==> src/logic/post_consts.svh <==
`ifndef POST_CONSTS_SVH
`define POST_CONSTS_SVH

// beat geometry
`define POST_LANES         8
`define POST_INTER_W       16    // intermediate lane and bias word
`define POST_ACT_W         8     // truncated activation
`define POST_OUT_LANE_W    16    // sign-extended output lane

// fixed point shifts
`define POST_FRAC_SHIFT    4
`define POST_LEAKY_SHIFT   6     // negative slope of 1/64

`define POST_BIAS_DEPTH    512

// output fifo, afull leaves room for beats still in the pipe
`define POST_FIFO_DEPTH    16
`define POST_FIFO_AFULL    10

`define POST_CFG_WORDS     3

`endif

==> src/logic/post_pkg.sv <==
`include "post_consts.svh"

package post_pkg;

	// controller states, also shown on post_status
	typedef enum logic [1:0] {
		IDLE      = 2'd0,
		LOAD_BIAS = 2'd1,
		WORK      = 2'd2
	} post_state_e;

	typedef logic signed [`POST_INTER_W-1:0] inter_t;
	typedef logic signed [`POST_ACT_W-1:0] act_t;

	// one beat, lane k at index k
	typedef inter_t lanes_t [`POST_LANES];

endpackage

==> src/logic/post_ctrl.sv <==
`include "post_consts.svh"

module post_ctrl (
	input  logic                  clk,
	input  logic                  rst_n,
	input  logic                  cfg_valid,
	input  logic [31:0]           cfg_data,
	input  logic                  bias_valid,
	input  logic                  bias_load_done,
	input  logic                  seq_done,
	input  logic                  fifo_afull,
	output logic                  cfg_ready,
	output logic                  bias_ready,
	output logic                  in_ready,
	output post_pkg::post_state_e state,
	output logic                  row_filter,
	output logic                  relu_en,
	output logic                  sample_en,
	output logic                  bias_en,
	output logic                  relu_leaky,
	output logic [15:0]           o_ch,
	output logic [11:0]           img_h,
	output logic [11:0]           img_w,
	output logic [15:0]           total_len,
	output logic [15:0]           chout_len,
	output logic                  start
);

	logic [1:0] cfg_cnt;
	logic cfg_fire;

	assign cfg_ready = state == post_pkg::IDLE;
	assign bias_ready = state == post_pkg::LOAD_BIAS;
	assign in_ready = state == post_pkg::WORK && !fifo_afull;	// stall before fifo fills
	assign cfg_fire = cfg_valid && cfg_ready;
	assign start = cfg_fire && cfg_cnt == 2'(`POST_CFG_WORDS - 1);	// last config word

	// field capture, one word per handshake
	always_ff @(posedge clk) begin
		if (cfg_fire) begin
			case (cfg_cnt)
				2'd0: begin
					{relu_leaky, bias_en, sample_en, relu_en, row_filter} <= cfg_data[4:0];
					o_ch <= cfg_data[23:8];
				end
				2'd1: begin
					img_h <= cfg_data[23:12];
					img_w <= cfg_data[11:0];
				end
				2'd2: begin
					total_len <= cfg_data[31:16];
					chout_len <= cfg_data[15:0];
				end
				default: begin
				end
			endcase
		end
	end

	always_ff @(posedge clk) begin
		if (!rst_n) begin
			state <= post_pkg::IDLE;
			cfg_cnt <= '0;
		end else begin
			if (cfg_fire)
				cfg_cnt <= start ? 2'd0 : cfg_cnt + 2'd1;
			case (state)
				post_pkg::IDLE: begin
					if (start)
						state <= post_pkg::LOAD_BIAS;
				end
				post_pkg::LOAD_BIAS: begin
					if (bias_valid && bias_load_done)	// o_ch-th word taken
						state <= post_pkg::WORK;
				end
				post_pkg::WORK: begin
					if (seq_done)
						state <= post_pkg::IDLE;
				end
				default: state <= post_pkg::IDLE;
			endcase
		end
	end

endmodule

==> config.mk <==
export PLATFORM = sky130hd
export DESIGN_NAME = post_ctrl
export DESIGN_NICKNAME = d
export VERILOG_FILES = /design/src/logic/post_pkg.sv /design/src/logic/post_ctrl.sv
export VERILOG_INCLUDE_DIRS = /design/src /design/src/logic
export SDC_FILE = /design/constraint.sdc
export NUM_CORES = 1
export LEC_CHECK = 0
export BUFFER_PORTS_ARGS = -buffer_cell sky130_fd_sc_hd__buf_2
export CORE_UTILIZATION = 51
export CTS_BUF_LIST = sky130_fd_sc_hd__clkbuf_8
export DETAILED_ROUTE_END_ITERATION = 16
export GPL_TIMING_DRIVEN = 0
export PLACE_DENSITY = 0.87
export RECOVER_POWER = 100
export SLEW_MARGIN = 20
export SYNTH_ARGS = -nofsm -noshare
export SYNTH_HDL_FRONTEND = slang
export SYNTH_SLANG_ARGS = --single-unit
==> constraint.sdc <==
create_clock -name clk -period 10.7 [get_ports clk]
set_clock_uncertainty 0.15 [all_clocks]
set_input_delay 2.675 -clock clk [delete_from_list [all_inputs] [get_ports clk]]
set_output_delay 2.675 -clock clk [all_outputs]
set_load 0.01 [all_outputs]
---- Yosys cells after proc, flatten, opt, wreduce, memory -nomap -nowiden ----
Cells that the tools add are included.
W data, S select, Z words.
storage, ports and cells
  logic and storage cells ................. 36
  bits of input ports ..................... 39
  output and inout port bits .............. 83
  register bits after elaboration ......... 81
operators by class
  add/subtract/negate cells ............... 1
  equal/unequal tests ..................... 7
  reductions and logical operators ........ 11
  multiplexer cells ....................... 5
operators by type and width
  kind                   number
  $mux W2                4
  $pmux W2 S3            1
  $reduce_and A2 Y1      3
  $eq A2 B1 Y1 const B   2
  $eq A2 B2 Y1 const B   2
  $logic_and A1 B1 Y1    4
  $logic_not A2 Y1       2
  $ne A2 B1 Y1 const B   2
  $reduce_and A3 Y1      1
  $add A2 B1 Y2 const B  1
  $ne A2 B2 Y1 const B   1
  $logic_not A1 Y1       1

---- Logic depth before layout (Yosys ltp) ----
  depth in word-level cells ............... 5
  mapped depth ............................ 3
  mapped depth without buffers ............ 2

---- Worst setup path before layout ----
Ideal clock, no wire load.
  path kind ............................... input-to-output
  start point ............................. input cfg_valid
  end point ............................... output start
  slack ................................... 3.299 ns
  data arrival time ....................... 4.576 ns
  required time ........................... 7.875 ns
  buffers on the path ..................... 1
  stages .................................. 3
  path through ............................ or3b_1 > buf_6 > nor3b_2
on the way
  word-level cells in the longest chain between the ends .. 2
ends and longest elaborated chain
  what                 RTL line         RTL
  from (decl)          post_ctrl.sv:6   input logic cfg_valid,
  $logic_and A1 B1 Y1  post_ctrl.sv:35  assign cfg_fire = cfg_valid && cfg_ready;
  $logic_and A1 B1 Y1  post_ctrl.sv:36  assign start = cfg_fire && cfg_cnt == 2'(`POST_CFG_WORDS - 1);
  to (decl)            post_ctrl.sv:26  output logic start
No other way between the ends.

---- Worst setup path after layout ----
Ends and elaborated chain as after synthesis.

==> flow_summary.json <==
{
  "crit_top_cell": "clkbuf_1",
  "clk_latency_ns": 0.33,
  "die_h_um": 72.9,
  "synthSimpleGateAreaFrac": 0.0430,
  "synth-main-ff-cell": "edfxtp_1",
  "start_util": 0.535,
  "cts_tree": "built",
  "numCtsBuffers": 9,
  "path_delay_family": "simple AND/OR/NAND/NOR gates",
  "drv_slew": 12,
  "power_frac_seq": 0.581,
  "layout.cells.non_filler": 311,
  "ys_warn_count": 0,
  "seq_area_um2": 2390,
  "core-area_um2": 4790,
  "critPathBufInv": 4,
  "finalSetupTns_ns": 0,
  "diodes": 0,
  "power.density_nw_per_um2": 191,
  "ys_async_sr_fraction": 0,
  "power.leakage_uw": 0.00111,
  "synthCells": 102,
  "cp_slowest_cell": "nor3b_1",
  "final_nets": 278,
  "remaining_drc_errors": 0,
  "dr_total_vias": 1475,
  "die_area_um2": 5310,
  "cp_data_arrival_time_ns": 5.22,
  "post-cts-setup-buffers": 0,
  "ys_top_cells_by_count": "77 x edfxtp_1, 4 x dfxtp_1",
  "grt_pass1_wl_mm": 6.99,
  "overflow": 0,
  "wl_per_cell_um": 16.0,
  "drt_iter0_markers": 61,
  "power.internal_uw": 506,
  "yosysTopAreaCell": "edfxtp_1",
  "synth-xor-area-share": 0,
  "dpl.hpwl_mm": 3.62,
  "synth-edff-count": 77,
  "clock_path_buffers": 2,
  "root_buffer": "clkbuf_8",
  "drv_cap": 1,
  "track_usage": 0.189,
  "hold_ws_ns": 0.392,
  "syn-num-nets": 141,
  "vdd_drop_max_mv": 0.104,
  "cp.required_ns": 7.88,
  "cp_max_fo": 16,
  "worst_slew_pin_slew_ns": 1.73,
  "p_switching_uw": 130,
  "synth_top_family_by_area": "simple AND/OR/NAND/NOR gates",
  "hold_violations": 0,
  "critPathLaunchType": "input port",
  "ys_types": 18,
  "slew_headroom": -0.158,
  "hold_buffers": 0,
  "p_clk_frac": 0.361,
  "rsz0062_at_grt": "no",
  "drive_gt1_frac": 0.131,
  "period_minus_slack_ns": 8.05,
  "grt_max_degree": 17,
  "max_freq_mhz": 124,
  "rows": 25,
  "post_synth.cell_area_avg_um2": 25.1,
  "multi_input_area_um2": 145,
  "synth-adder-area-share": 0,
  "hold_path.class": "reg -> reg",
  "drt_wl_total_mm": 4.96,
  "status": "complete, but fails checks",
  "ctsResizeCount": 0,
  "nFillCells": 386,
  "grt_pass1_vias": 1353,
  "synth_compound_area_frac": 0.00977,
  "fin_crit_sh": 0.752,
  "muxShareOfSynthArea": 0.00781,
  "cts_sinks": 81,
  "synth_area_um2": 2560,
  "violations": "max-capacitance violations, max-slew violations",
  "setup_violations": 0,
  "pin_count": 122,
  "antenna_found_initial": 0,
  "endpoint_kind": "output port",
  "power_frac_comb": 0.058,
  "ys_ff_latch": 81,
  "path_clk_slew_ns": 0.07,
  "synth_most_common_cell": "edfxtp_1",
  "fin_util": 0.696,
  "ys_seq_area_frac": 0.934,
  "place_congestion": 0.657,
  "synth_top_area_share": 0.902,
  "drt_first_pass_iters": 4,
  "ant_nets": 0,
  "max_stage_delay_ns": 1.03,
  "crit_chain": "buf_2, or3b_1, clkbuf_1, nor3b_1, clkbuf_1, clkbuf_1",
  "power_switching_share": 0.205,
  "avgViaCountPerCell": 4.74,
  "area_growth_pct": 29.9,
  "htree_levels": 3,
  "synthTopCellsByArea": "edfxtp_1 90%, dfxtp_1 3.1%, nor3b_2 0.98%, mux2i_1 0.78%, or3b_2 0.68%",
  "numPortBuffers": 121,
  "dp.cells": 295,
  "die_w_um": 72.9,
  "path_class": "in -> out"
}
[through the flow]
stage                     setup WS (ns)  total power (µW)  area, µm²
final                              2.65               636       3330
after global routing               2.35               658       3330
after CTS                          3.66               649       3530
after detailed placement           3.67               422       3320
after global placement             2.23               417       3250
after floorplan                    3.30               393       2560
[path summary, 6_finish.rpt]
path	from	end	slack (ns)	cells after the start
max	cfg_valid	start	2.65	6
min	cfg_cnt[1]	cfg_cnt[1]	0.39	2
max reg2reg	state[1]	img_w[5]	7.19	4
min reg2reg	cfg_cnt[1]	cfg_cnt[1]	0.39	2
[layer usage]
| metal | vias to the layer above | track usage | wire length (µm) |
|---|---|---|---|
| met2 | 87 | 0.305 | 2420 |
| li1 | 681 | - | - |
| met3 | 4 | 0.0801 | 489 |
| met1 | 703 | 0.222 | 2030 |
| met4 | 0 | 0.0806 | 30 |
| met5 | - | 0 | 0 |
[logic make-up after synthesis]
kind of cell | Yosys count
flops | 81
mux | 2
compound gates | 3
buf+inv | 2
simple gates | 14
[final cells by class]
class,count,area share
Multi-Input combinational cell,19,0.0436
Clock inverter,7,0.0259
Clock buffer,9,0.0372
Inverter,1,0.00113
Sequential cell,81,0.719
Buffer,1,0.00113
Timing Repair Buffer,126,0.147
Tap cell,67,0.0252
[placed cells by master (no fill, tap or decap)]
| cell | count |
|---|---|
| nand4b_1 | 1 |
| nor2_1 | 1 |
| inv_6 | 1 |
| clkinv_2 | 2 |
| mux2i_1 | 2 |
| edfxtp_1 | 77 |
| buf_2 | 14 |
| o211a_1 | 1 |
| clkbuf_1 | 113 |
| bufinv_16 | 2 |
| nand3b_1 | 1 |
| nor3b_1 | 2 |
| clkbuf_8 | 9 |
| dfxtp_1 | 4 |
| and2b_2 | 1 |
| a21boi_0 | 2 |
| or3b_2 | 2 |
| or3b_1 | 1 |
| nor3_1 | 2 |
| inv_1 | 3 |
| nand2_1 | 2 |
| and4bb_2 | 1 |
[state kept, by name, indices dropped and copies added, names as in the netlist]
| name | count |
|---|---|
| img_h | 12 |
| total_len | 16 |
| row_filter | 1 |
| o_ch | 16 |
| relu_en | 1 |
| cfg_cnt | 2 |
| state | 2 |
| sample_en | 1 |
| bias_en | 1 |
| relu_leaky | 1 |
| img_w | 12 |
| chout_len | 16 |
[tightest hold or removal path: stages, from the launching register on]
cell and delay (ns):
dfxtp_1 0.36, nand2_1 0.07, mux2i_1 0.06
[power by group through the flow]
stage | registers, µW | logic, µW | clock network, µW
3_3_place_gp | 376 | 40.3 | 0
4_1_cts | 369 | 45.3 | 235
6_report | 369 | 36.9 | 230
2_1_floorplan | 384 | 9.17 | 0
3_5_place_dp | 376 | 45.2 | 0
5_1_grt | 371 | 40.5 | 247
(Power assumes the default switching activity.)
