**src/logic/post_consts.svh**
```systemverilog
`ifndef POST_CONSTS_SVH
`define POST_CONSTS_SVH

// beat geometry
`define POST_LANES         8
`define POST_INTER_W       16    // intermediate lane and bias word
`define POST_ACT_W         8     // truncated activation
`define POST_OUT_LANE_W    16    // sign-extended output lane

// fixed point shifts
`define POST_FRAC_SHIFT    4
`define POST_LEAKY_SHIFT   6     // negative slope of 1/64

`define POST_BIAS_DEPTH    512

// output fifo, afull leaves room for beats still in the pipe
`define POST_FIFO_DEPTH    16
`define POST_FIFO_AFULL    10

`define POST_CFG_WORDS     3

`endif

```
**src/logic/post_pkg.sv**
```systemverilog
`include "post_consts.svh"

package post_pkg;

	// controller states, also shown on post_status
	typedef enum logic [1:0] {
		IDLE      = 2'd0,
		LOAD_BIAS = 2'd1,
		WORK      = 2'd2
	} post_state_e;

	typedef logic signed [`POST_INTER_W-1:0] inter_t;
	typedef logic signed [`POST_ACT_W-1:0] act_t;

	// one beat, lane k at index k
	typedef inter_t lanes_t [`POST_LANES];

endpackage

```
**src/logic/post_pipe.sv**
```systemverilog
`include "post_consts.svh"

module post_pipe (
	input  logic                                    clk,
	input  logic                                    rst_n,
	input  logic                                    beat_fire,
	input  logic [`POST_LANES*`POST_INTER_W-1:0]    in_data,
	input  logic                                    beat_drop,
	input  logic                                    beat_sample_keep,
	input  post_pkg::lanes_t                        bias_lanes,
	input  logic                                    bias_en,
	input  logic                                    relu_en,
	input  logic                                    relu_leaky,
	input  logic                                    sample_en,
	output logic                                    wr_en,
	output logic [`POST_LANES*`POST_OUT_LANE_W-1:0] wr_data
);

	localparam post_pkg::inter_t ACT_MAX = post_pkg::inter_t'(2 ** (`POST_ACT_W - 1) - 1);
	localparam post_pkg::inter_t ACT_MIN = -ACT_MAX - 1;

	logic s1_valid;
	logic s2_valid;
	logic s3_valid;
	logic s1_keep;
	logic s2_keep;
	logic s3_keep;
	post_pkg::lanes_t s1_data;
	post_pkg::lanes_t s2_data;
	post_pkg::lanes_t s3_data;

	// shift, clamp to act_t, sign extend to an output lane
	function automatic logic [`POST_OUT_LANE_W-1:0] trunc_lane(input post_pkg::inter_t v);
		post_pkg::inter_t sh;
		post_pkg::act_t a;
		sh = v >>> `POST_FRAC_SHIFT;
		if (sh > ACT_MAX)
			a = post_pkg::act_t'(ACT_MAX);
		else if (sh < ACT_MIN)
			a = post_pkg::act_t'(ACT_MIN);
		else
			a = sh[`POST_ACT_W-1:0];
		return {{(`POST_OUT_LANE_W - `POST_ACT_W){a[`POST_ACT_W-1]}}, a};
	endfunction

	always_ff @(posedge clk) begin
		if (!rst_n) begin
			s1_valid <= 1'b0;
			s2_valid <= 1'b0;
			s3_valid <= 1'b0;
			wr_en <= 1'b0;
		end else begin
			s1_valid <= beat_fire & ~beat_drop;	// first line of a group goes here
			s2_valid <= s1_valid;
			s3_valid <= s2_valid;
			wr_en <= s3_valid & (s3_keep | ~sample_en);
		end
	end

	// bias_lanes arrives one cycle after accept, lined up with s1
	always_ff @(posedge clk) begin
		s1_keep <= beat_sample_keep;
		s2_keep <= s1_keep;
		s3_keep <= s2_keep;
		for (int k = 0; k < `POST_LANES; k++) begin
			s1_data[k] <= in_data[k*`POST_INTER_W +: `POST_INTER_W];
			s2_data[k] <= bias_en ? s1_data[k] + bias_lanes[k] : s1_data[k];
			if (!relu_en || s2_data[k] >= 0)
				s3_data[k] <= s2_data[k];
			else if (relu_leaky)
				s3_data[k] <= s2_data[k] >>> `POST_LEAKY_SHIFT;	// sign fill
			else
				s3_data[k] <= '0;
			wr_data[k*`POST_OUT_LANE_W +: `POST_OUT_LANE_W] <= trunc_lane(s3_data[k]);
		end
	end

endmodule

```
**config.mk**
```make
export PLATFORM = sky130hd
export DESIGN_NAME = post_pipe
export DESIGN_NICKNAME = d
export VERILOG_FILES = /design/src/logic/post_pkg.sv /design/src/logic/post_pipe.sv
export VERILOG_INCLUDE_DIRS = /design/src /design/src/logic
export SDC_FILE = /design/constraint.sdc
export NUM_CORES = 1
export LEC_CHECK = 0
export BUFFER_PORTS_ARGS = -buffer_cell sky130_fd_sc_hd__buf_2
export CAP_MARGIN = 20
export CORE_AREA = 3 3 194 196
export DETAILED_ROUTE_END_ITERATION = 10
export DIE_AREA = 0 0 197 199
export GPL_TIMING_DRIVEN = 0
export PLACE_DENSITY = 0.75
export SYNTH_ARGS = -nofsm -noshare
export SYNTH_HDL_FRONTEND = slang
export SYNTH_SLANG_ARGS = --single-unit
export TNS_END_PERCENT = 20
```
**constraint.sdc**
```tcl
create_clock -name clk -period 2.49 [get_ports clk]
set_clock_uncertainty 0.1 [all_clocks]
set_input_delay 0.1245 -clock clk [delete_from_list [all_inputs] [get_ports clk]]
set_output_delay 0.1245 -clock clk [all_outputs]
set_load 0.005 [all_outputs]
```
=== Word-level counts from Yosys, hierarchy flattened ===
Memories as Yosys holds them, arrays and structs flattened.
Cells that the tools add are included.

* Flip-flop bits (word level): 127
* RAM bits: 384
* Output and inout port bits: 129
* Logic and storage cells: 171
* Memories: 3

{| class="wikitable"
|+ Memories
! memory !! words !! bits a word !! read ports !! clocked after memory_dff !! write ports !! line !! source
|-
| s1_data || 8 || 16 || 8 || 0 || 8 || post_pipe.sv:28 || <nowiki>post_pkg::lanes_t s1_data;</nowiki>
|-
| s2_data || 8 || 16 || 8 || 0 || 8 || post_pipe.sv:29 || <nowiki>post_pkg::lanes_t s2_data;</nowiki>
|-
| s3_data || 8 || 16 || 8 || 0 || 8 || post_pipe.sv:30 || <nowiki>post_pkg::lanes_t s3_data;</nowiki>
|}

* Add/subtract/negate cells: 8
* Magnitude comparators: 24
* Multiplexer cells: 90
* Bitwise operators: 21
* Reductions and logical operators: 9

{| class="wikitable"
|+ Operator list
! kind !! count
|-
| $mux W16 || 24
|-
| $add A16 B16 Y16 || 8
|-
| $ge A16 B1 Y1 const B || 8
|-
| $mux W8 || 16
|-
| $gt A12 B8 Y1 const B || 8
|-
| $lt A12 B8 Y1 const B || 8
|-
| $mux W1 || 50
|-
| $or A1 B1 Y1 || 17
|-
| $logic_or A1 B1 Y1 || 8
|-
| $and A1 B1 Y1 || 2
|-
| $not A1 Y1 || 2
|-
| $logic_not A1 Y1 || 1
|}

=== Logic depth before layout (Yosys ltp) ===
* Depth after elaboration: 6
* Depth in mapped cells: 9
* Depth with buffers taken out: 9

=== Worst setup path after synthesis ===
Ideal clock, no wire load.

* Path kind: reg-to-reg
* Start: memory s1_data[1][0] in the netlist's numbering
* End: memory s2_data[1][14] in the netlist's numbering
* Arrival: 2.262 ns
* Setup slack: 0.013 ns
* Stages on the path, launching flop included: 10
* Path buffers: 0
* Period minus slack after synthesis: 2.477 ns
* Cells stage by stage: dfxtp_1 -> ha_1 -> fa_1 -> a211oi_4 -> o21bai_2 -> a31oi_4 -> o21ai_2 -> o211a_1 -> or3_1 -> a31o_1

{| class="wikitable"
|+ RTL lines
! item !! line
|-
| from (decl) || post_pipe.sv:28
|-
| to (decl) || post_pipe.sv:29
|}

==> flow_summary.json <==
{
  "syn_area_sq_um": 17500,
  "cts_tree": "done",
  "antenna_found_initial": 7,
  "synth_edf_count": 96,
  "worstPathMaxFanout": 3,
  "avgSynthCellArea_sq_um": 10.6,
  "synth_fa_ha_area_share_pct": 9.47,
  "cp.required_ns": 2.83,
  "htree_levels": 2,
  "min_from": "bias_lanes[76]",
  "die_w_um": 197,
  "outcome": "finished, violations left",
  "clock_path_buffers": 3,
  "max_cap_violations": 0,
  "synth_cells": 1650,
  "grt_usage_pct": 24.3,
  "fmax_mhz": 391,
  "path_cells": "ha_4, fa_2, a211oi_4, o21bai_2, a31oi_4, o21ai_4, o211a_1, or3_1, a31o_1",
  "routed_wl_um": 49800,
  "worst-path-buf-inv": 0,
  "post_drt_wl_per_cell_um": 17.5,
  "hold_violations": 0,
  "die_area_sq_um": 39200,
  "final_common_cell": "buf_2",
  "rrSetupSlack_ns": -0.07,
  "worstReg2RegStart": "s1_data[1][0]",
  "whs_path_depth": 4,
  "clock_latency_ns": 0.55,
  "whs_ns": 0.0398,
  "drive_above_1_share_pct": 27.3,
  "vias_per_cell": 5.16,
  "crit_family": "compound AO/OA/AOI/OAI gates",
  "synth-simple-area-share_pct": 9.92,
  "worst_slack_ns": -0.0702,
  "grt_pass1_vias": 14800,
  "synth_top_family_by_area": "compound AO/OA/AOI/OAI gates",
  "synth_cell_types": 76,
  "fp-row-count": 70,
  "tightest_slew_ns": 1.04,
  "post-route-util_pct": 65.4,
  "path_clk_slew_ns": 0.06,
  "dp_hpwl_um": 34300,
  "violations": "negative setup slack",
  "grt_pass1_wl_um": 74900,
  "min_to": "s2_data[0][60]",
  "layout_common_cells": "buf_2 (393), dfxtp_1 (293), dlygate4sd3_1 (158), nand2_1 (155), ha_1 (115)",
  "finalSetupViolCount": 1,
  "grt_start_max_net_pins": 15,
  "maxSlewHeadroom_pct": 30.4,
  "ys.flop_type": "dfxtp_1",
  "first_pass_iters": 8,
  "synth_mux_area_share_pct": 4.32,
  "synth_xor_xnor_area_share_pct": 4.14,
  "hold_path.class": "input port to flop",
  "numCtsBuffers": 43,
  "r2r_end": "s2_data[1][14]",
  "start_util_pct": 48.4,
  "cp_slowest_cell": "fa_2",
  "min_period_ns": 2.56,
  "critPathLaunchType": "flop",
  "async_reset_ff_share_pct": 0,
  "die_h_um": 199,
  "grt-ovfl-total": 0,
  "vias": 14700,
  "p_leak_nw": 10.9,
  "synth_compound_area_share_pct": 17.3,
  "ys_seq_area_share_pct": 50.1,
  "power_density_nw_per_um2": 730,
  "drt_iter0_drc": 690,
  "portBuffers": 393,
  "core_area_sq_um": 36300,
  "slew_violations": 0,
  "cpPeakStageDelay_ns": 0.42,
  "drc": 0,
  "cp.arrival_ns": 2.90,
  "synth_warnings": 0,
  "detail-route-antenna-nets": 0,
  "root_buffer": "clkbuf_16",
  "syn_to_final_growth_pct": 35.2,
  "clock-sinks": 391,
  "post-route-period-util_pct": 103,
  "nets": 2742,
  "p_total_mw": 17.3,
  "ys_seq_elements": 391,
  "n_fill_cell": 2779,
  "r2r_cells": 9,
  "critical_path_class": "flop to flop",
  "io_pins": 394,
  "ir_drop_mv": 0.557,
  "place_congestion": 0.889,
  "rsz0062_at_grt": "true",
  "critPathCaptureType": "flop"
}
==> logic make-up (layout without fill, tap and decap cells) <==
kind of cell,after synthesis,in the layout
xor gates and xnor gates,83,83
AOI/OAI and AO/OA,457,457
adders and majority gates,128,128
buffers and inverters,155,790
DFF,391,391
and+or+nand+nor,367,367
muxes,68,68
other,1,100
==> repair_timing <==
| item | in CTS | in global routing |
|---|---|---|
| pin swaps | 14 | 20 |
| setup buffers | 3 | 5 |
| resized for setup | 23 | 29 |
| hold buffers | 158 | 0 |
| endpoints found under the setup margin | 17 | 30 |
| endpoints found under the hold margin | 154 | 0 |
==> Yosys cell counts (all sizes together) (3+ instances only) <==
library cell | instances | area, sq um
nand2b | 13 | 83.8
a21o | 87 | 654
ha | 120 | 1500
mux2i | 6 | 60.1
a41oi | 5 | 43.8
a31oi | 13 | 96.3
xor2 | 31 | 272
nand3b | 4 | 30.0
and3 | 13 | 81.3
o31ai | 10 | 75.1
o311ai | 6 | 52.6
nand3 | 19 | 95.1
fa | 8 | 160
o21ai | 105 | 529
o211ai | 11 | 82.6
nand4 | 19 | 119
or3 | 8 | 55.1
a2111o | 3 | 33.8
mux2 | 62 | 698
buf | 67 | 492
nor3b | 5 | 37.5
or2 | 4 | 25.0
nor4b | 3 | 26.3
nand2 | 155 | 582
nor2 | 76 | 285
o21bai | 21 | 161
inv | 30 | 113
nor3 | 10 | 50.1
and2 | 14 | 87.6
a211o | 4 | 35.0
a31o | 3 | 26.3
o21a | 62 | 465
a21oi | 87 | 435
nor4 | 14 | 93.8
clkbuf | 57 | 214
edfxtp | 96 | 2880
a211oi | 21 | 170
xnor2 | 52 | 455
dfxtp | 295 | 5910
==> metal layers <==
layer / wire [um] / share of wire (%) / vias to the layer above / GRT usage (%)
li1: - / - / 7175 / -
met1: 19900 / 40 / 6878 / 28.2
met4: 2090 / 4.2 / 6 / 10.9
met3: 3130 / 6.3 / 133 / 4.69
met2: 24700 / 50 / 534 / 43.5
met5: 30 / 0.060 / - / 0
==> worst max path at each step <==
stage	from	to	depth (start not counted)
floorplan	s1_data[1][0]	s2_data[1][14]	9
global placement	s1_data[0][16]	s2_data[0][28]	9
detailed placement	s1_data[0][16]	s2_data[0][28]	9
CTS	s1_data[1][0]	s2_data[1][14]	9
global route	s1_data[1][0]	s2_data[1][14]	9
finish	s1_data[1][0]	s2_data[1][14]	9
==> cell type report <==
type / instances / area [sq um] / share of cell area (%)
timing repair buffer: 559 / 3610 / 15.2
clock buffer: 62 / 1300 / 5.48
tap: 468 / 586 / 2.47
clock inverter: 14 / 114 / 0.480
antenna: 4 / 10.0 / 0.0422
buffer: 124 / 707 / 2.98
sequential: 391 / 8790 / 37.1
inverter: 31 / 116 / 0.491
multi-input combinational: 1199 / 8480 / 35.8
==> stage by stage <==
step	TNS (ns)	cells	worst slack (ns)	area (sq um)
6_report	-0.0702	2852	-0.0702	23700
5_1_grt	-0.681	2852	-0.139	23700
4_1_cts	-0.175	2843	-0.0921	23500
3_5_place_dp	-11.23	2606	-0.301	20400
3_3_place_gp	-10.10	2606	-0.263	20400
2_1_floorplan	0	1745	0.0125	17900
==> worst min-delay path, cell delays in order <==
cell and delay [ns]:
buf_2 0.08, ha_1 0.19, xnor2_1 0.12, mux2_2 0.14
==> power by group <==
group / internal [mW] / switching, mW
sequential: 7.34 / 0.346
clock: 3.74 / 2.55
combinational: 1.70 / 1.65
total: 12.8 / 4.55
==> registers in the layout (all words and copies together) (netlist names) <==
name,count
s1_data,128
s2_data,96
s3_data,96
wr_data,64
s1_keep,1
s1_valid,1
s2_keep,1
s2_valid,1
s3_keep,1
s3_valid,1
wr_en,1
Power figures use the tool's default switching activity.
