<file path="config.mk">
export PLATFORM = sky130hd
export DESIGN_NAME = chan_seq
export DESIGN_NICKNAME = d
export VERILOG_FILES = /design/src/logic/chan_seq.sv
export SDC_FILE = /design/constraint.sdc
export NUM_CORES = 1
export LEC_CHECK = 0
export BUFFER_PORTS_ARGS = -buffer_cell sky130_fd_sc_hd__buf_4
export CAP_MARGIN = 20
export CORE_UTILIZATION = 45
export DETAILED_ROUTE_END_ITERATION = 6
export SKIP_CTS_REPAIR_TIMING = 1
export SLEW_MARGIN = 20
export SYNTH_ARGS = -nofsm -noshare
export SYNTH_HDL_FRONTEND = slang
export SYNTH_SLANG_ARGS = --single-unit
</file>
<file path="constraint.sdc">
create_clock -name clk -period 13.4 [get_ports clk]
set_input_delay 1.34 -clock clk [delete_from_list [all_inputs] [get_ports clk]]
set_output_delay 1.34 -clock clk [all_outputs]
set_load 0.01 [all_outputs]
</file>
<file path="src/logic/chan_seq.sv">
module chan_seq (
	input  logic        clk,
	input  logic        rst_n,
	input  logic        start,
	input  logic        beat_fire,
	input  logic        row_filter,
	input  logic [11:0] img_h,
	input  logic [11:0] img_w,
	input  logic [15:0] total_len,
	input  logic [15:0] chout_len,
	output logic [15:0] chout_base,
	output logic        beat_drop,
	output logic        beat_sample_keep,
	output logic        seq_done
);

	logic [11:0] pix_cnt;
	logic signed [12:0] line_cnt;	// -1 marks the discarded line
	logic [15:0] grp_cnt;
	logic [15:0] grp_base;	// first channel of current group
	logic signed [12:0] line_first;
	logic pix_last;
	logic blk_last;
	logic line_last;
	logic grp_last;

	assign line_first = row_filter ? -13'sd1 : 13'sd0;
	assign pix_last = pix_cnt + 1 >= img_w;
	assign blk_last = chout_base + 8 >= grp_base + chout_len;
	assign line_last = line_cnt + 13'sd1 >= $signed({1'b0, img_h});
	assign grp_last = grp_cnt + 1 >= total_len;

	// tags for the beat being accepted now
	assign beat_drop = line_cnt[12];
	assign beat_sample_keep = ~pix_cnt[0] & ~line_cnt[0];
	assign seq_done = beat_fire & pix_last & blk_last & line_last & grp_last;

	always_ff @(posedge clk) begin
		if (!rst_n) begin
			pix_cnt <= '0;
			line_cnt <= '0;
			grp_cnt <= '0;
			grp_base <= '0;
			chout_base <= '0;
		end else if (start) begin
			pix_cnt <= '0;
			line_cnt <= line_first;
			grp_cnt <= '0;
			grp_base <= '0;
			chout_base <= '0;
		end else if (beat_fire) begin
			if (!pix_last) begin
				pix_cnt <= pix_cnt + 12'd1;
			end else begin
				pix_cnt <= '0;
				if (!blk_last) begin
					chout_base <= chout_base + 16'd8;	// next block of 8 channels
				end else if (!line_last) begin
					line_cnt <= line_cnt + 13'sd1;
					chout_base <= grp_base;
				end else begin
					line_cnt <= line_first;
					if (!grp_last) begin
						grp_cnt <= grp_cnt + 16'd1;
						grp_base <= grp_base + chout_len;
						chout_base <= grp_base + chout_len;
					end else begin
						grp_cnt <= '0;
						grp_base <= '0;
						chout_base <= '0;
					end
				end
			end
		end
	end

endmodule

</file>
# Word level (Yosys, flattened, before mapping)
# Index checks and enable logic that the tools add are counted.
totals:
  reg_bits: 73
  latch_bits: 0
  mem_bits_rw: 0
  mem_bits_ro: 0
  word_cells: 45
  mem_count: 0
classes:
  n_addsub: 9
  n_mul: 0
  n_div: 0
  n_lt_le_gt_ge: 4
  eq_ne: 0
  shifts: 0
  n_mux: 11
  bitwise: 8
  n_reduce_logical: 8
op_table:
  columns: ["operator", "count"]
  rows:
  - ["two-way mux 13 bit", 6]
  - ["two-way mux 16 bit", 4]
  - ["adder 16 x 1 -> 17 bit, second input constant", 1]
  - ["adder 16 x 16 -> 17 bit", 1]
  - ["adder 16 x 4 -> 17 bit, second input constant", 1]
  - ["greater-or-equal comparator 17 x 16 -> 1 bit", 1]
  - ["greater-or-equal comparator 17 bit", 1]
  - ["adder 16 x 1 -> 16 bit, second input constant", 1]
  - ["adder 16 bit", 1]
  - ["adder 16 x 4 -> 16 bit, second input constant", 1]
  - ["adder 12 x 1 -> 13 bit, second input constant", 1]
  - ["adder 13 x 2 -> 13 bit, second input constant", 1]
  - ["greater-or-equal comparator 13 x 12 -> 1 bit", 1]
  - ["greater-or-equal comparator 13 bit", 1]
  - ["adder 12 x 1 -> 12 bit, second input constant", 1]
  - ["two-way mux 12 bit", 1]
  - ["AND reduction 3 bit", 2]
  - ["nonzero test 2 bit", 3]
  - ["AND 1 bit", 5]
  - ["AND reduction 4 bit", 1]
  - ["inverter 1 bit", 3]
  - ["AND reduction 2 bit", 1]
  - ["OR reduction 2 bit", 1]

# Longest topological paths before layout
# Gate-level depths: netlist of the first run.
depth:
  ltp_word: 7
  ltp_mapped: 19
  mapped_depth_nobuf: 17

# Worst setup path after synthesis of the first run
# No wires, ideal clock.
synth_timing:
  kind: "input to output"
  startpoint: "in chout_len[0]"
  endpoint: "out seq_done"
  t_arrival_ns: 4.819
  required_ns: 12.060
  path_slack_ns: 7.241
  cell_stages: 15
  path_cell_list: "ha_1 fa_1 a211oi_1 o211ai_1 a31o_2 o31ai_1 a21oi_1 a21o_1 a21oi_1 ha_1 and4_1 a221o_1 o2111ai_1 buf_2 nor2_1"
synth_between:
  elab_chain_len: 5
synth_lines:
  columns: ["item", "line_no", "rtl"]
  rows:
  - ["start, declared", "10", "input logic [15:0] chout_len,"]
  - ["adder 16 x 16 -> 17 bit", "29", "assign blk_last = chout_base + 8 >= grp_base + chout_len;"]
  - ["greater-or-equal comparator 17 bit", "29", null]
  - ["AND 1 bit (3 in series)", "36", "assign seq_done = beat_fire & pix_last & blk_last & line_last & grp_last;"]
  - ["end, declared", "14", "output logic seq_done"]
# Every way passes these cells.

# Worst setup path in the final report of the first run
# Same ends and word-level chain as after synthesis.

==> results.yml, run 1 <==
final_layout:
  most-common-layout-cells: "sky130_fd_sc_hd__buf_4, sky130_fd_sc_hd__ha_1, sky130_fd_sc_hd__nand2_1"
  n_antenna_cell: 0
  final_layout_size_suffix_gt1_frac: 0.132
  post_layout_inst_area_um2: 7070
  layout.nets: 989
  multi_input_combinational_cell_area_um2: 4300
  growth_of_design_area_from_synthesis_to_finish_pct: 16.4
  leading_cell_type_in_the_layout_fill_and_taps_excluded: "sky130_fd_sc_hd__buf_4"
  final_cell_count_no_fill: 1030
  regArea_um2: 1460
  fillerInstances: 1304
detailed_routing:
  detail_route.first_pass.iterations: 5
  wl_mm: 16.1
  num_vias: 5955
  routedWlPerCell_um: 15.6
  via_per_inst: 5.78
  initialDrtViolationCount: 404
  drc: 0
  detail-route-antenna-nets: 0
sta:
  finalSetupTns_ns: 0
  worst-slew-pin-transition_ns: 0.914
  timing_max_transition_violations_final: 0
  finalHoldWorstSlack_ns: 0.489
  report.final.setup_viol: 0
  fin_crit_sh: 0.480
  timing.max_slew.rel_slack: 0.389
  finalHoldViolations: 0
  fin_skew_ns: 0.00823
  max_freq_mhz: 155
  finalWorstPathRequiredPeriod_ns: 6.44
  setup_repair_after_global_routing_missed_its_margin: "no"
floorplan:
  die_width_um: 118
  count_of_boundary_i_o_pins: 80
  area_of_the_die_um2: 14000
  floorplan.core_area_um2: 13200
  initial_core_util: 0.461
  placementRows: 42
  floorplan.die.height_um: 118
synthesis:
  yosysUniqueCellTypes: 67
  postSynthCellCount: 786
  ys.warnings.count: 0
  synth-edff-count: 0
  syn_nets: 925
  ys_ff_latch: 73
  area_of_the_mapped_netlist_um2: 6080
  seq_area_frac_synth: 0.240
  synthTopCellsByArea: "sky130_fd_sc_hd__dfxtp_1, sky130_fd_sc_hd__ha_1, sky130_fd_sc_hd__a21oi_1"
  synth_flop_cell: "sky130_fd_sc_hd__dfxtp_1"
  post-synth-top-area-cell: "sky130_fd_sc_hd__dfxtp_1"
  synth_area_per_cell_um2: 7.73
  synth_top_area_frac: 0.240
  asyncSetResetFlopFracSynth: 0
cts:
  tritoncts_num_sinks: 73
  cts.root.buffer_cell: "sky130_fd_sc_hd__clkbuf_16"
  cts.reportedPaths.clkPinSlew_ns: 0.05
  insertion_delay_ns: 0.34
  tritoncts_clock_tree: "built"
  tritoncts.num_buffers: 9
  clock_path_buffers: 2
  htreeDepth: 3
critical_path:
  critPathMaxFanout: 5
  critical_path_required_ns: 12.06
  criticalPathCategory: "in2out"
  r2r_setup_slack_ns: 8.34
  crit_path_start_kind: "primary input"
  r2r-end: "line_cnt[8]"
  endpoint_kind: "primary output"
  launching_element_of_the_worst_setup_path: "chout_len[0]"
  cp.arrival_ns: 5.10
  ff2ff_path_depth: 17
  critical_path.endpoint: "seq_done"
  critical_path.reg2reg.startpoint: "grp_base[0]"
pwr:
  internal_power_w: 0.000397
  power.combinational.fraction: 0.136
  vdd.ir_drop.worst_mv: 0.0565
  power.share.sequential: 0.423
  power_density_over_cell_area_nw_per_um2: 75.2
  power_switching_share: 0.254
  net-switching-power_w: 0.000135
  clockPowerShare: 0.441
  leakage_power_of_the_design_nw: 3.22
place:
  routabilityCongestion: 0.829
  placed_instance_count: 1015
  dp_hpwl_mm: 12.3
  portBuffers: 79
  placedInstanceArea_um2: 6800
flow_run:
  cap_violations: 0
grt:
  grt_antenna_before_repair: 0
  grt.total_usage: 0.233
  via_count_of_the_first_global_routing_pass: 5507
  global_route.overflow_total: 0
  grt_pass1_wl_mm: 26.4
  maximum_number_of_pins_on_one_net_before_global_route_repair: 41
hold_path:
  hold_path_class: "reg2reg"
outcome:
  status: "completed"
layout make-up:
class / count / area share
Multi-Input combinational cell: 633 / 0.608
Clock inverter: 3 / 0.00601
Timing Repair Buffer: 84 / 0.0891
Clock buffer: 12 / 0.0334
Sequential cell: 73 / 0.207
Tap cell: 176 / 0.0311
Inverter: 49 / 0.0260
worst min path at each step:
stage	from	endpoint	slack, ns	cells after the start
final	grp_base[13]	grp_base[13]	0.49	2
after global routing	grp_base[14]	grp_base[14]	0.51	2
after CTS	grp_base[14]	grp_base[14]	0.49	2
after detailed placement	grp_base[14]	grp_base[14]	0.47	2
after global placement	grp_base[14]	grp_base[14]	0.47	2
after floorplan	grp_base[13]	grp_base[13]	0.45	2
flip-flops by register name (all words and copies together) (netlist names):
register,flops
chout_base,16
grp_base,16
grp_cnt,16
line_cnt,13
pix_cnt,12
per-layer routing:
layer | vias to the layer above | GRT usage | part of all wire
met5 | - | 0 | 0
met4 | 0 | 0.0793 | 0.018
li1 | 2998 | - | -
met3 | 21 | 0.0323 | 0.046
met2 | 145 | 0.392 | 0.47
met1 | 2791 | 0.305 | 0.47
metrics by stage:
| stage | setup WS, ns | util | power (W) |
|---|---|---|---|
| 3_3_place_gp | 7.03 | 0.515 | 0.000299 |
| 3_5_place_dp | 6.92 | 0.515 | 0.000302 |
| 6_report | 6.96 | 0.536 | 0.000532 |
| 2_1_floorplan | 7.24 | - | 0.000272 |
| 4_1_cts | 6.92 | 0.536 | 0.000538 |
| 5_1_grt | 6.64 | 0.536 | 0.000557 |
critical path, cell delays in order:
cell and delay (ns):
sky130_fd_sc_hd__buf_4 0.11, sky130_fd_sc_hd__ha_1 0.22, sky130_fd_sc_hd__fa_1 0.43, sky130_fd_sc_hd__a211oi_1 0.34, sky130_fd_sc_hd__o211ai_1 0.22, sky130_fd_sc_hd__a31o_2 0.26
sky130_fd_sc_hd__o31ai_1 0.28, sky130_fd_sc_hd__a21oi_1 0.15, sky130_fd_sc_hd__a21o_1 0.20, sky130_fd_sc_hd__a21oi_1 0.14, sky130_fd_sc_hd__ha_1 0.25, sky130_fd_sc_hd__and4_1 0.22
sky130_fd_sc_hd__a221o_1 0.39, sky130_fd_sc_hd__o2111ai_2 0.30, sky130_fd_sc_hd__nor2_1 0.09, sky130_fd_sc_hd__buf_4 0.15
power by group through the flow:
stage / sequential (W) / clock, W / combinational (W)
after global placement: 0.000230 / 0 / 0.0000697
final: 0.000225 / 0.000235 / 0.0000722
after CTS: 0.000225 / 0.000240 / 0.0000725
after floorplan: 0.000228 / 0 / 0.0000439
after global routing: 0.000226 / 0.000250 / 0.0000812
after detailed placement: 0.000230 / 0 / 0.0000722
cell usage after synthesis, types with 4 or more instances:
cell / count
sky130_fd_sc_hd__ha_1: 77
sky130_fd_sc_hd__nand2_1: 75
sky130_fd_sc_hd__dfxtp_1: 73
sky130_fd_sc_hd__a21oi_1: 68
sky130_fd_sc_hd__nor2_1: 60
sky130_fd_sc_hd__inv_1: 49
sky130_fd_sc_hd__o21ai_0: 42
sky130_fd_sc_hd__nand3_1: 33
sky130_fd_sc_hd__xnor2_1: 26
sky130_fd_sc_hd__and3_1: 23
sky130_fd_sc_hd__xor2_1: 23
sky130_fd_sc_hd__clkbuf_1: 22
sky130_fd_sc_hd__a21o_1: 20
sky130_fd_sc_hd__nand2b_1: 18
sky130_fd_sc_hd__a31oi_1: 14
sky130_fd_sc_hd__a22oi_1: 11
sky130_fd_sc_hd__o211ai_1: 11
sky130_fd_sc_hd__nand4_1: 10
sky130_fd_sc_hd__nor3_1: 10
sky130_fd_sc_hd__o21a_1: 8
sky130_fd_sc_hd__a211oi_1: 7
sky130_fd_sc_hd__buf_2: 7
sky130_fd_sc_hd__a211o_1: 5
sky130_fd_sc_hd__and2_1: 5
sky130_fd_sc_hd__nor2b_1: 5
sky130_fd_sc_hd__nor3b_1: 5
sky130_fd_sc_hd__nor4_1: 5
sky130_fd_sc_hd__o31ai_1: 5
sky130_fd_sc_hd__a2111oi_0: 4
sky130_fd_sc_hd__a221oi_1: 4
sky130_fd_sc_hd__a31o_2: 4
sky130_fd_sc_hd__o21ai_1: 4
sky130_fd_sc_hd__or2_2: 4
cells by family after synthesis:
logic type	count (synthesis)	share of synthesized area
compound gates	235	0.251
xor+xnor	49	0.0706
fa+ha+maj	78	0.162
buf+inv	80	0.0533
flops	73	0.240
mux	1	0.00165
simple gates	270	0.222
(Power assumes the default switching activity.)
==> run 2, diff against run 1 <==
PLACE_DENSITY = 0.67   (was unset)
clock period = 5.85 ns   (was 13.4 ns; I/O delays follow)
==> results.yml, run 2 (synthesis gave the netlist of run 1 again) <==
sta:
  finalSetupTns_ns: 0
  timing.max_slew.rel_slack: 0.406
  finalHoldWorstSlack_ns: 0.480
  timing_max_transition_violations_final: 0
  post_route_worst_setup_slack_ns: 0.635
  finalHoldViolations: 0
  max_freq_mhz: 192
  report.final.setup_viol: 0
  finalWorstPathRequiredPeriod_ns: 5.22
  worst-slew-pin-transition_ns: 0.888
  fin_crit_sh: 0.891
  fin_skew_ns: 0.00910
  setup_repair_after_global_routing_missed_its_margin: "no"
critical_path:
  critical_path.reg2reg.startpoint: "grp_base[0]"
  crit_path_start_kind: "primary input"
  ff2ff_path_depth: 17
  endpoint_kind: "primary output"
  cp_top_family: "compound AO/OA/AOI/OAI gates"
  r2r-end: "chout_base[5]"
  path_cells: "buf_4, ha_1, fa_1, a211oi_1, o211ai_1, a31o_2, o31ai_1, a21oi_1, a21o_1, a21oi_1, ha_1, and4_1, a221o_1, o2111ai_2, nor2_1, buf_4"
  crit_buf_inv: 2
  critical_path_required_ns: 5.27
  cp.arrival_ns: 4.63
  critPathMaxFanout: 8
  criticalPathCategory: "in2out"
  critical_path_slowest_stage_cell: "sky130_fd_sc_hd__o2111ai_2"
  r2r_setup_slack_ns: 0.87
  max_stage_delay_ns: 0.47
detailed_routing:
  wl_met1_mm: 7.18
  detail-route-antenna-nets: 0
  detailroute.wirelength.met2_mm: 7.58
  initialDrtViolationCount: 315
  drc: 0
  routedWlPerCell_um: 15.3
  dr_wl_met3_um: 737
  via_per_inst: 5.84
  num_vias: 6022
  wl_mm: 15.8
  detail_route.first_pass.iterations: 5
  highest-signal-layer: "met4"
cts:
  cts.reportedPaths.clkPinSlew_ns: 0.06
  cts.root.buffer_cell: "sky130_fd_sc_hd__clkbuf_16"
  htreeDepth: 3
  tritoncts_clock_tree: "built"
  insertion_delay_ns: 0.34
  tritoncts_num_sinks: 73
  tritoncts.num_buffers: 9
  clock_path_buffers: 2
final_layout:
  reg_top3: "chout_base (16), grp_base (16), grp_cnt (16)"
  n_antenna_cell: 0
  final_layout_size_suffix_gt1_frac: 0.137
  leading_cell_type_in_the_layout_fill_and_taps_excluded: "sky130_fd_sc_hd__buf_4"
  growth_of_design_area_from_synthesis_to_finish_pct: 16.8
  layout.nets: 990
  finish.utilization: 0.538
  most-common-layout-cells: "sky130_fd_sc_hd__buf_4, sky130_fd_sc_hd__ha_1, sky130_fd_sc_hd__nand2_1"
place:
  dp_hpwl_mm: 12.2
  place_ws_ns: 0.510
  routabilityCongestion: 0.881
  portBuffers: 79
pwr:
  vdd.ir_drop.worst_mv: 0.121
  power_w: 0.00123
  power_density_over_cell_area_nw_per_um2: 174
  leakage_power_of_the_design_nw: 3.23
grt:
  grt_pass1_wl_mm: 26.8
  maximum_number_of_pins_on_one_net_before_global_route_repair: 32
  via_count_of_the_first_global_routing_pass: 5785
  grt.total_usage: 0.232
  global_route.overflow_total: 0
  grt_antenna_before_repair: 0
floorplan:
  initial_core_util: 0.461
  count_of_boundary_i_o_pins: 80
  floorplan.core_area_um2: 13200
  die_width_um: 118
  floorplan.die.height_um: 118
  area_of_the_die_um2: 14000
  placementRows: 42
hold_path:
  min_from: "grp_base[14]"
  timing.hold.worst_endpoint: "grp_base[14]"
  hold_path_depth: 2
  hold_path_class: "reg2reg"
outcome:
  status: "completed"
flow_run:
  cap_violations: 0
==> run 2: changes by cell type in the layout (fill, tap and decap cells not counted) <==
cell                       change
sky130_fd_sc_hd__clkbuf_1      -3
sky130_fd_sc_hd__buf_4         +1
sky130_fd_sc_hd__clkbuf_8      +1
sky130_fd_sc_hd__clkinv_2      +1
sky130_fd_sc_hd__clkinv_4      +1
==> run 2: tightest hold or removal path: cells and delay by family (launching register included) <==
family / cells / cell delay (ns)
AOI/OAI and AO/OA: 1 / 0.05
and+or+nand+nor: 1 / 0.06
DFF: 1 / 0.32
==> run 2: worst max-delay path by stage <==
stage | to | cells after the start | startpoint | slack, ns
global route | seq_done | 16 | chout_len[0] | 0.28
CTS | seq_done | 16 | chout_len[0] | 0.63
global placement | chout_base[5] | 18 | chout_len[0] | 0.74
floorplan | seq_done | 15 | chout_len[0] | 1.20
finish | seq_done | 16 | chout_len[0] | 0.63
detailed placement | chout_base[5] | 18 | chout_len[0] | 0.51
==> run 2: layout make-up <==
type	count	area, um^2
clock buffer	10	239
tap	176	220
multi-input combinational	633	4300
fill	1241	6090
sequential	73	1460
inverter	49	184
timing repair buffer	85	638
clock inverter	5	56.3
==> run 2: metrics by stage <==
stage | area (um^2) | cells
CTS | 7100 | 1031
finish | 7100 | 1031
floorplan | 6080 | 786
detailed placement | 6800 | 1016
global route | 7100 | 1031
global placement | 6800 | 1016
==> run 2: per-layer routing <==
| layer | vias to the layer above | GRT usage |
|---|---|---|
| met2 | 163 | 0.398 |
| met4 | 0 | 0.0785 |
| li1 | 2996 | - |
| met5 | - | 0 |
| met1 | 2832 | 0.292 |
| met3 | 31 | 0.0396 |
==> run 2: report_power, final <==
part | leakage [nW] | total, W | internal, W | switching, W
Sequential | 0.591 | 0.000516 | 0.000505 | 0.0000114
Clock | 0.144 | 0.000551 | 0.000338 | 0.000213
Combinational | 2.50 | 0.000166 | 0.0000771 | 0.0000888
==> run 3, diff against run 2 <==
CORE_UTILIZATION = 25   (was 45)
PLACE_DENSITY = unset   (was 0.67)
==> results.yml, run 3 (synthesis gave the netlist of run 1 again) <==
sta:
  finalHoldViolations: 0
  finalHoldWorstSlack_ns: 0.473
  setup_repair_after_global_routing_missed_its_margin: "no"
  fin_crit_sh: 0.851
  finalSetupTns_ns: 0
  timing.max_slew.rel_slack: 0.379
  worst-slew-pin-transition_ns: 0.928
  finalWorstPathRequiredPeriod_ns: 4.98
  timing_max_transition_violations_final: 0
  report.final.setup_viol: 0
  fin_skew_ns: 0.0114
  max_freq_mhz: 201
critical_path:
  cp_top_family: "compound AO/OA/AOI/OAI gates"
  max_stage_delay_ns: 0.43
  crit_path_start_kind: "primary input"
  critPathMaxFanout: 5
  critical_path_slowest_stage_cell: "sky130_fd_sc_hd__fa_1"
  criticalPathCategory: "in2out"
  critical_path_required_ns: 5.27
  path_cells: "buf_4, ha_1, fa_1, a211oi_1, o211ai_1, a31o_2, o31ai_1, nand2_1, ha_1, nand4_1, nor2_1, a211o_1, a221o_1, o2111ai_2, nor2_1, buf_4"
  crit_buf_inv: 2
  endpoint_kind: "primary output"
  cp.arrival_ns: 4.40
final_layout:
  leading_cell_type_in_the_layout_fill_and_taps_excluded: "sky130_fd_sc_hd__buf_4"
  regArea_um2: 1460
  fillerInstances: 2562
  growth_of_design_area_from_synthesis_to_finish_pct: 19.8
  layout.nets: 993
  final_layout_size_suffix_gt1_frac: 0.139
  finish.utilization: 0.307
  multi_input_combinational_cell_area_um2: 4300
  most-common-layout-cells: "sky130_fd_sc_hd__buf_4, sky130_fd_sc_hd__ha_1, sky130_fd_sc_hd__nand2_1"
  reg_top3: "chout_base (16), grp_base (16), grp_cnt (16)"
  n_antenna_cell: 0
  final_cell_count_no_fill: 1178
floorplan:
  initial_core_util: 0.257
  floorplan.core_area_um2: 23700
  floorplan.die.height_um: 158
  placementRows: 56
  area_of_the_die_um2: 24900
  die_width_um: 158
  count_of_boundary_i_o_pins: 80
cts:
  htreeDepth: 3
  tritoncts_num_sinks: 73
  clock_path_buffers: 2
  tritoncts.num_buffers: 9
  tritoncts_clock_tree: "built"
  cts.root.buffer_cell: "sky130_fd_sc_hd__clkbuf_16"
  insertion_delay_ns: 0.34
  cts.reportedPaths.clkPinSlew_ns: 0.05
detailed_routing:
  wl_mm: 16.7
  num_vias: 5850
  drc: 0
  detail-route-antenna-nets: 0
  detail_route.first_pass.iterations: 5
  via_per_inst: 4.97
  initialDrtViolationCount: 350
  routedWlPerCell_um: 14.2
grt:
  grt.total_usage: 0.139
  global_route.overflow_total: 0
  maximum_number_of_pins_on_one_net_before_global_route_repair: 52
  grt_antenna_before_repair: 0
  via_count_of_the_first_global_routing_pass: 5609
  grt_pass1_wl_mm: 27.6
pwr:
  vdd.ir_drop.worst_mv: 0.0941
  power_density_over_cell_area_nw_per_um2: 166
  leakage_power_of_the_design_nw: 3.23
place:
  routabilityCongestion: 0.859
  placed_instance_count: 1162
  portBuffers: 79
  dp_hpwl_mm: 12.6
hold_path:
  hold_path_class: "reg2reg"
flow_run:
  cap_violations: 0
outcome:
  status: "completed"
-- run 3: cell types whose count changed in the layout (fill, tap and decap cells not counted) --
cell,previous run,this run
sky130_fd_sc_hd__clkbuf_1,0,2
sky130_fd_sc_hd__bufinv_16,1,0
sky130_fd_sc_hd__buf_4,85,88
sky130_fd_sc_hd__clkinv_2,2,1
sky130_fd_sc_hd__clkinvlp_4,1,2
-- run 3: worst paths after layout --
path,start,to,slack [ns],cells past startpoint
worst min-delay path,grp_base[13],grp_base[13],0.47,2
worst min register to register,grp_base[13],grp_base[13],0.47,2
worst max-delay path,chout_len[0],seq_done,0.87,16
worst max register to register,grp_base[0],chout_base[5],0.92,17
-- run 3: final cells by class --
class | count | area share
clock inverter | 4 | 0.00395
clock buffer | 12 | 0.0339
timing repair buffer | 88 | 0.0908
sequential | 73 | 0.201
tap | 319 | 0.0548
inverter | 49 | 0.0253
multi-input combinational | 633 | 0.591
-- run 3: where the power goes --
part / leakage (nW) / internal, W / switching, W
clock: 0.129 / 0.000299 / 0.000225
combinational: 2.51 / 0.0000771 / 0.0000897
sequential: 0.591 / 0.000505 / 0.0000116
total: 3.23 / 0.000881 / 0.000326
-- run 3: metal layers --
layer  wire (um)  global-route usage  vias to the layer above
met1        8170               0.184                     2714
met4         182              0.0402                        0
li1            -                   -                     3017
met5           0                   0                        -
met2        7670               0.231                      106
met3         702              0.0233                       13
-- run 3: tightest hold or removal path: cells and delay by family (launching register included) --
kind / cells / cell delay [ns]
simple gates: 1 / 0.05
flops: 1 / 0.32
compound gates: 1 / 0.05
-- run 3: stage by stage --
| stage | setup WS [ns] | power [W] | cell area (um^2) |
|---|---|---|---|
| final | 0.869 | 0.00121 | 7280 |
| after global routing | 0.584 | 0.00127 | 7280 |
| after CTS | 0.874 | 0.00122 | 7280 |
| after detailed placement | 0.601 | 0.000693 | 7000 |
| after global placement | 0.624 | 0.000691 | 7000 |
| after floorplan | 1.20 | 0.000624 | 6080 |
